File: src/hw/tcb_mon_pkg.sv
package tcb_mon_pkg;

    ////////////////////
    // bus widths
    ////////////////////

    // address and data buses
    localparam int unsigned ADR_W = 16;
    localparam int unsigned DAT_W = 32;

    // idle/backpressure counters, saturating
    localparam int unsigned CNT_W = 16;

    // free running timestamp, wraps
    localparam int unsigned TIM_W = 32;

    ////////////////////
    // record field types
    ////////////////////

    typedef logic [ADR_W-1:0] adr_t;
    typedef logic [DAT_W-1:0] dat_t;
    typedef logic [CNT_W-1:0] cnt_t;
    typedef logic [TIM_W-1:0] tim_t;

    ////////////////////
    // capture FSM
    ////////////////////

    // stopped after reset, overflow is sticky until start/stop
    typedef enum logic [1:0] {
        cap_stopped,
        cap_running,
        cap_overflow
    } cap_state_t;

endpackage: tcb_mon_pkg

File: src/hw/tcb_mon_cycle_counter.sv
module tcb_mon_cycle_counter (
    input  logic              mon,
    input  logic              reset,
    // bus handshake
    input  logic              vld,
    input  logic              rdy,
    // transfer and its snapshot
    output logic              trn,
    output tcb_mon_pkg::cnt_t idl,
    output tcb_mon_pkg::cnt_t bpr,
    output tcb_mon_pkg::tim_t tim
);

    import tcb_mon_pkg::*;

    // saturation limit of both counters
    localparam cnt_t CNT_MAX = '1;

    // transfer when both sides of the handshake agree
    assign trn = vld & rdy;

    ////////////////////
    // idle/backpressure
    ////////////////////

    // register values are the snapshot in the transfer cycle
    always_ff @(posedge mon) begin
        if (reset) begin
            idl <= '0;
            bpr <= '0;
        end else if (trn) begin
            // restart counting toward the next transfer
            idl <= '0;
            bpr <= '0;
        end else begin
            // slave ready, nothing requested
            if (rdy && !vld && idl != CNT_MAX) begin
                idl <= idl + cnt_t'(1);
            end
            // request stalled by slave
            if (vld && !rdy && bpr != CNT_MAX) begin
                bpr <= bpr + cnt_t'(1);
            end
        end
    end

    ////////////////////
    // timestamp
    ////////////////////

    // free running, wraps on overflow
    always_ff @(posedge mon) begin
        if (reset) begin
            tim <= '0;
        end else begin
            tim <= tim + tim_t'(1);
        end
    end

endmodule: tcb_mon_cycle_counter

File: src/hw/tcb_mon_rsp_align.sv
module tcb_mon_rsp_align #(
    // response delay in cycles, at least 1
    parameter int unsigned DLY = 2
)(
    input  logic              mon,
    input  logic              reset,
    // transfer and capture enable
    input  logic              trn,
    input  logic              capture,
    // request side
    input  logic              wen,
    input  tcb_mon_pkg::adr_t adr,
    input  tcb_mon_pkg::dat_t wdt,
    // response side, DLY cycles later
    input  tcb_mon_pkg::dat_t rdt,
    input  logic              err,
    // snapshot of the transfer cycle
    input  tcb_mon_pkg::cnt_t idl,
    input  tcb_mon_pkg::cnt_t bpr,
    input  tcb_mon_pkg::tim_t tim,
    // joined record
    output logic              rec_strobe,
    output logic              rec_wen,
    output tcb_mon_pkg::adr_t rec_adr,
    output tcb_mon_pkg::dat_t rec_wdt,
    output tcb_mon_pkg::dat_t rec_rdt,
    output logic              rec_err,
    output tcb_mon_pkg::cnt_t rec_idl,
    output tcb_mon_pkg::cnt_t rec_bpr,
    output tcb_mon_pkg::tim_t rec_tim
);

    import tcb_mon_pkg::*;

    // one entry per stage, so DLY transfers can be in flight
    logic [DLY-1:0] stg_vld;
    logic           stg_wen [DLY];
    adr_t           stg_adr [DLY];
    dat_t           stg_wdt [DLY];
    cnt_t           stg_idl [DLY];
    cnt_t           stg_bpr [DLY];
    tim_t           stg_tim [DLY];

    ////////////////////
    // delay line
    ////////////////////

    // valid bits, new entry only for captured transfers
    always_ff @(posedge mon) begin
        if (reset) begin
            stg_vld <= '0;
        end else begin
            stg_vld[0] <= trn & capture;
            for (int i = 1; i < DLY; i++) begin
                stg_vld[i] <= stg_vld[i-1];
            end
        end
    end

    // request fields and snapshot
    always_ff @(posedge mon) begin
        if (trn && capture) begin
            stg_wen[0] <= wen;
            stg_adr[0] <= adr;
            stg_wdt[0] <= wdt;
            stg_idl[0] <= idl;
            stg_bpr[0] <= bpr;
            stg_tim[0] <= tim;
        end
        // shift every cycle to keep up with back-to-back transfers
        for (int i = 1; i < DLY; i++) begin
            stg_wen[i] <= stg_wen[i-1];
            stg_adr[i] <= stg_adr[i-1];
            stg_wdt[i] <= stg_wdt[i-1];
            stg_idl[i] <= stg_idl[i-1];
            stg_bpr[i] <= stg_bpr[i-1];
            stg_tim[i] <= stg_tim[i-1];
        end
    end

    ////////////////////
    // join with response
    ////////////////////

    // last stage lines up with the current response
    assign rec_strobe = stg_vld[DLY-1];
    assign rec_wen    = stg_wen[DLY-1];
    assign rec_adr    = stg_adr[DLY-1];
    assign rec_wdt    = stg_wdt[DLY-1];
    assign rec_idl    = stg_idl[DLY-1];
    assign rec_bpr    = stg_bpr[DLY-1];
    assign rec_tim    = stg_tim[DLY-1];
    assign rec_rdt    = rdt;
    assign rec_err    = err;

endmodule: tcb_mon_rsp_align

File: src/hw/tcb_mon_record_fifo.sv
module tcb_mon_record_fifo #(
    // number of records, power of two
    parameter int unsigned DEPTH = 8
)(
    input  logic              mon,
    input  logic              reset,
    // strobes
    input  logic              push,
    input  logic              pop,
    // record written on push
    input  logic              in_wen,
    input  tcb_mon_pkg::adr_t in_adr,
    input  tcb_mon_pkg::dat_t in_wdt,
    input  tcb_mon_pkg::dat_t in_rdt,
    input  logic              in_err,
    input  tcb_mon_pkg::cnt_t in_idl,
    input  tcb_mon_pkg::cnt_t in_bpr,
    input  tcb_mon_pkg::tim_t in_tim,
    // levels
    output logic              full,
    output logic              empty,
    // head record, shown without delay
    output logic              rec_wen,
    output tcb_mon_pkg::adr_t rec_adr,
    output tcb_mon_pkg::dat_t rec_wdt,
    output tcb_mon_pkg::dat_t rec_rdt,
    output logic              rec_err,
    output tcb_mon_pkg::cnt_t rec_idl,
    output tcb_mon_pkg::cnt_t rec_bpr,
    output tcb_mon_pkg::tim_t rec_tim
);

    import tcb_mon_pkg::*;

    // memory address width and flat record width
    localparam int unsigned AW    = $clog2(DEPTH);
    localparam int unsigned REC_W = 1 + ADR_W + 2*DAT_W + 1 + 2*CNT_W + TIM_W;

    logic [REC_W-1:0] mem [DEPTH];
    logic [REC_W-1:0] in_rec;
    logic [REC_W-1:0] head;
    // pointers one bit wider than the address
    logic [AW:0]      wr_ptr;
    logic [AW:0]      rd_ptr;
    logic             wr_en;
    logic             rd_en;

    assign in_rec = {in_wen, in_adr, in_wdt, in_rdt, in_err, in_idl, in_bpr, in_tim};

    ////////////////////
    // levels
    ////////////////////

    // equal pointers, nothing stored
    assign empty = (wr_ptr == rd_ptr);
    // same address, wrapped once
    assign full  = (wr_ptr[AW] != rd_ptr[AW]) && (wr_ptr[AW-1:0] == rd_ptr[AW-1:0]);

    // pop on empty is ignored
    assign wr_en = push & ~full;
    assign rd_en = pop & ~empty;

    always_ff @(posedge mon) begin
        if (reset) begin
            wr_ptr <= '0;
            rd_ptr <= '0;
        end else begin
            if (wr_en) begin
                wr_ptr <= wr_ptr + 1'b1;
            end
            if (rd_en) begin
                rd_ptr <= rd_ptr + 1'b1;
            end
        end
    end

    ////////////////////
    // storage
    ////////////////////

    always_ff @(posedge mon) begin
        if (wr_en) begin
            mem[wr_ptr[AW-1:0]] <= in_rec;
        end
    end

    // fall through read of the head
    assign head = mem[rd_ptr[AW-1:0]];
    assign {rec_wen, rec_adr, rec_wdt, rec_rdt, rec_err, rec_idl, rec_bpr, rec_tim} = head;

endmodule: tcb_mon_record_fifo

File: src/hw/tcb_mon_capture_fsm.sv
module tcb_mon_capture_fsm (
    input  logic mon,
    input  logic reset,
    // control strobes
    input  logic start,
    input  logic stop,
    // record from the aligner, FIFO level
    input  logic rec_strobe,
    input  logic full,
    // status and control
    output logic capture,
    output logic push,
    output logic overflow
);

    import tcb_mon_pkg::*;

    cap_state_t state;
    cap_state_t state_nxt;

    ////////////////////
    // next state
    ////////////////////

    always_comb begin
        state_nxt = state;
        case (state)
            cap_stopped: begin
                if (start) begin
                    state_nxt = cap_running;
                end
            end
            cap_running: begin
                // stop wins over a dropped record
                if (stop) begin
                    state_nxt = cap_stopped;
                end else if (rec_strobe && full) begin
                    state_nxt = cap_overflow;
                end
            end
            cap_overflow: begin
                if (stop) begin
                    state_nxt = cap_stopped;
                end else if (start) begin
                    state_nxt = cap_running;
                end
            end
            default: state_nxt = cap_stopped;
        endcase
    end

    always_ff @(posedge mon) begin
        if (reset) begin
            state <= cap_stopped;
        end else begin
            state <= state_nxt;
        end
    end

    ////////////////////
    // outputs
    ////////////////////

    // new transfers enter the aligner only while running
    assign capture  = (state == cap_running);
    // in flight entries still land after stop, dropped when full
    assign push     = rec_strobe & ~full;
    // sticky until the next start or stop
    assign overflow = (state == cap_overflow);

endmodule: tcb_mon_capture_fsm

File: src/hw/tcb_mon_top.sv
module tcb_mon_top #(
    // response delay in cycles
    parameter int unsigned DLY   = 2,
    // FIFO records, power of two
    parameter int unsigned DEPTH = 8
)(
    input  logic              mon,
    input  logic              reset,
    // monitored bus
    input  logic              vld,
    input  logic              rdy,
    input  logic              wen,
    input  tcb_mon_pkg::adr_t adr,
    input  tcb_mon_pkg::dat_t wdt,
    input  tcb_mon_pkg::dat_t rdt,
    input  logic              err,
    // control and read side
    input  logic              start,
    input  logic              stop,
    input  logic              rec_pop,
    output logic              rec_empty,
    output logic              overflow,
    // head record
    output logic              rec_wen,
    output tcb_mon_pkg::adr_t rec_adr,
    output tcb_mon_pkg::dat_t rec_wdt,
    output tcb_mon_pkg::dat_t rec_rdt,
    output logic              rec_err,
    output tcb_mon_pkg::cnt_t rec_idl,
    output tcb_mon_pkg::cnt_t rec_bpr,
    output tcb_mon_pkg::tim_t rec_tim
);

    import tcb_mon_pkg::*;

    // transfer snapshot
    logic trn;
    cnt_t idl;
    cnt_t bpr;
    tim_t tim;

    // joined record from the aligner
    logic rec_strobe;
    logic aln_wen;
    adr_t aln_adr;
    dat_t aln_wdt;
    dat_t aln_rdt;
    logic aln_err;
    cnt_t aln_idl;
    cnt_t aln_bpr;
    tim_t aln_tim;

    // FSM/FIFO handshake
    logic capture;
    logic push;
    logic full;

    ////////////////////
    // datapath
    ////////////////////

    tcb_mon_cycle_counter cnt_i (
        .mon   (mon),
        .reset (reset),
        .vld   (vld),
        .rdy   (rdy),
        .trn   (trn),
        .idl   (idl),
        .bpr   (bpr),
        .tim   (tim)
    );

    tcb_mon_rsp_align #(
        .DLY (DLY)
    ) aln_i (
        .mon        (mon),
        .reset      (reset),
        .trn        (trn),
        .capture    (capture),
        .wen        (wen),
        .adr        (adr),
        .wdt        (wdt),
        .rdt        (rdt),
        .err        (err),
        .idl        (idl),
        .bpr        (bpr),
        .tim        (tim),
        .rec_strobe (rec_strobe),
        .rec_wen    (aln_wen),
        .rec_adr    (aln_adr),
        .rec_wdt    (aln_wdt),
        .rec_rdt    (aln_rdt),
        .rec_err    (aln_err),
        .rec_idl    (aln_idl),
        .rec_bpr    (aln_bpr),
        .rec_tim    (aln_tim)
    );

    ////////////////////
    // control and storage
    ////////////////////

    tcb_mon_capture_fsm fsm_i (
        .mon        (mon),
        .reset      (reset),
        .start      (start),
        .stop       (stop),
        .rec_strobe (rec_strobe),
        .full       (full),
        .capture    (capture),
        .push       (push),
        .overflow   (overflow)
    );

    tcb_mon_record_fifo #(
        .DEPTH (DEPTH)
    ) fifo_i (
        .mon     (mon),
        .reset   (reset),
        .push    (push),
        .pop     (rec_pop),
        .in_wen  (aln_wen),
        .in_adr  (aln_adr),
        .in_wdt  (aln_wdt),
        .in_rdt  (aln_rdt),
        .in_err  (aln_err),
        .in_idl  (aln_idl),
        .in_bpr  (aln_bpr),
        .in_tim  (aln_tim),
        .full    (full),
        .empty   (rec_empty),
        .rec_wen (rec_wen),
        .rec_adr (rec_adr),
        .rec_wdt (rec_wdt),
        .rec_rdt (rec_rdt),
        .rec_err (rec_err),
        .rec_idl (rec_idl),
        .rec_bpr (rec_bpr),
        .rec_tim (rec_tim)
    );

endmodule: tcb_mon_top

File: config.mk
export PLATFORM = sky130hd
export DESIGN_NAME = tcb_mon_top
export DESIGN_NICKNAME = d
export VERILOG_FILES = /design/src/hw/tcb_mon_pkg.sv /design/src/hw/tcb_mon_cycle_counter.sv /design/src/hw/tcb_mon_rsp_align.sv /design/src/hw/tcb_mon_record_fifo.sv /design/src/hw/tcb_mon_capture_fsm.sv /design/src/hw/tcb_mon_top.sv
export SDC_FILE = /design/constraint.sdc
export NUM_CORES = 1
export LEC_CHECK = 0
export BUFFER_PORTS_ARGS = -buffer_cell sky130_fd_sc_hd__buf_2
export CAP_MARGIN = 40
export CORE_MARGIN = 2
export CORE_UTILIZATION = 63
export CTS_CLUSTER_SIZE = 25
export DETAILED_ROUTE_END_ITERATION = 6
export PLACE_DENSITY = 0.81
export SLEW_MARGIN = 20
export SYNTH_ARGS = -nofsm -noshare
export SYNTH_HDL_FRONTEND = slang
export SYNTH_SLANG_ARGS = --single-unit
File: constraint.sdc
create_clock -name mon -period 25 [get_ports mon]
set_input_delay 0 -clock mon [delete_from_list [all_inputs] [get_ports mon]]
set_output_delay 0 -clock mon [all_outputs]
set_load 0.05 [all_outputs]
==> impl_metrics.tcl <==
set metrics [dict create \
    slew_violations 0 \
    syn-cell-area_sq_um 53200 \
    dr_wl_met3_mm 8.40 \
    min_period_ps 4910 \
    p_leak_uw 0.0198 \
    critPathMaxFanout 39 \
    num-nets-final 2944 \
    rsz0062_at_grt "false" \
    hold_violations 0 \
    numCtsBuffers 141 \
    peakVddDrop_mv 0.0687 \
    critPathKind "flip-flop to output port" \
    grt_pass1_wl_mm 167 \
    tns_ps 0 \
    synth.distinct_cells 51 \
    grt_usage_pct 26.4 \
    portBuffers 236 \
    avgRoutedWirePerCell_um 27.7 \
    skew_ps 28.3 \
    cts_resized 0 \
    drc_errors 0 \
    num_rows 106 \
    placed_cells_incl_taps 3653 \
    placed_area_sq_um 56100 \
    postSynth.asyncResetShare_pct 0 \
    slew_headroom_pct 43.1 \
    ant_nets 0 \
    drt_first_pass_iters 7 \
    synth_edf_count 1281 \
    antenna_found_initial 5 \
    via_per_inst 6.34 \
    p_total_uw 4840 \
    fin_cells 4048 \
    synth_top_family_by_area "multiplexers" \
    synthFlopType "edfxtp_1" \
    cts.path.max_buffers 3 \
    cts.clk_slew.worst_paths_ps 60 \
    drive_above_1_share_pct 33.2 \
    cts_tree "done" \
    synth_xor_xnor_area_share_pct 0.313 \
    layout_common_cells "edfxtp_1 (1281), mux4_2 (292), buf_2 (236)" \
    fp.coreArea_sq_um 83600 \
    highest_layer "met5" \
    wl_met1_mm 42.4 \
    grt_start_max_net_pins 65 \
    die_x_um 294 \
    yosys.area_share.simple_pct 2.32 \
    required_ps 25000 \
    fin_area_sq_um 62100 \
    worstSkewPairLatency_ps 730 \
    final_common_cell "edfxtp_1" \
    worst_slew_pin_slew_ps 854 \
    top_level_ports 237 \
    clock_sinks 1473 \
    num_vias 25684 \
    synthAdderAreaFrac_pct 0.118 \
    synthCells 2376 \
    drt_iter0_markers 2747 \
    hp-class "input port to flip-flop" \
    ys_ff_latch 1473 \
    die_h_um 294 \
    dpl.hpwl_mm 58.9 \
    grt_pass1_vias 26876 \
    fmax_ghz 0.204 \
    muxShareOfSynthArea_pct 15.6 \
    dieArea_sq_um 86700 \
    htree_levels 4 \
    area_growth_pct 16.8 \
    cts_root_buffer "clkbuf_16" \
    start_util_pct 63.6 \
    drt_wl_total_mm 112 \
    arrival_ps 4910 \
    gp_congestion 0.761 \
    critPathCaptureType "output port" \
    synth_compound_area_share_pct 1.16 \
    syn_nets 2470 \
    dr_wl_met2_mm 58.1 \
    yosysWarningCount 0 \
    start_kind "flip-flop" \
    pwr_density_cell_nw_per_um2 78.0 \
    grt_overflow 0 \
    setup_viol 0 \
    yosysSeqAreaShare_pct 79.6 \
    min_period_over_period_pct 19.6 \
    drv_cap 0 \
    status "complete, no violations" \
    avgSynthCellArea_sq_um 22.4 \
]
## critical path, cell delays in order (launching register included)
cell,delay [ps]
dfxtp_4,770
buf_4,720
buf_4,740
buf_4,480
buf_16,300
mux4_2,560
mux2_2,280
buf_2,220
## logic make-up (layout without fill, tap and decap cells)
kind of cell	after synthesis	in the layout
multiplexers	445	445
flip-flops	1473	1473
AND/OR/NAND/NOR	218	218
buffers and inverters	115	706
adder cells (fa/ha/maj)	5	5
AO/OA/AOI/OAI	101	101
other	0	1
XOR/XNOR	19	19
## path summary, 6_finish.rpt
path / cells past startpoint / startpoint / endpoint / slack (ps)
worst max-delay path: 7 / flip-flop / rec_wdt[9] / 20090
worst min-delay path: 2 / adr[9] / aln_i.stg_adr[0][9]$_DFFE_PP_ / 40
worst min register to register: 0 / aln_i.stg_tim[0][11]$_DFFE_PP_ / aln_i.stg_tim[0][43]$_DFF_P_ / 340
worst max register to register: 7 / fifo_i.wr_ptr[1]$_SDFFE_PP0P_ / fifo_i.mem[1][110]$_DFFE_PP_ / 21150
## final cells by class
class                           count  area, sq um
Clock buffer                      193         4020
Multi-Input combinational cell    788        10400
Timing Repair Buffer              433         3350
Sequential cell                  1473        42300
Inverter                           13         48.8
Clock inverter                     67          556
Tap cell                         1080         1350
Antenna cell                        1         2.50
Fill cell                        4332        21500
## through the flow
step	utilization, %	setup slack [ps]	hold slack (ps)
floorplan	-	12300	79.3
detailed placement	67.1	20670	179
global placement	66.6	20370	177
CTS	74.1	19830	0.205
global route	74.3	19640	14.0
finish	74.3	20090	36.0
## cell usage after synthesis, types with 13 or more instances
library cell	number	area share (%)
edfxtp_1	1281	72
mux4_2	292	12
dfxtp_1	192	7.2
mux2_2	150	3.2
clkbuf_1	54	0.38
a21oi_1	41	0.39
nor2_1	34	0.24
buf_2	33	0.31
nand2_1	30	0.21
o21ai_0	29	0.27
or3_1	27	0.32
nand3_1	25	0.24
nand4_1	22	0.26
or4_1	15	0.21
buf_1	14	0.099
inv_1	13	0.092
## sequential cells by signal, indices dropped and copies added, names as in the netlist, 16 cells and up, named ones only
signal	count
aln_i.stg_bpr	32
cnt_i.bpr	16
aln_i.stg_adr	32
cnt_i.tim	32
aln_i.stg_tim	64
cnt_i.idl	16
aln_i.stg_wdt	64
fifo_i.mem	1168
aln_i.stg_idl	32
## routing by layer
metal | global-route usage [%] | up-vias
met5 | 0 | -
met4 | 9.00 | 6
met3 | 4.39 | 224
met2 | 44.6 | 1287
met1 | 35.6 | 13337
li1 | - | 10830
## repair_timing
action / 4_1_cts / 5_1_grt
hold buffers: 127 / 0
hold endpoints to repair: 398 / 0
buffers inserted: 0 / 0
## power breakdown
group	internal, uW	switching, uW
clock network	1190	900
registers	2660	8.93
logic	40.1	49.9
total	3890	959
No activity file was read; power rests on OpenSTA's default activity.
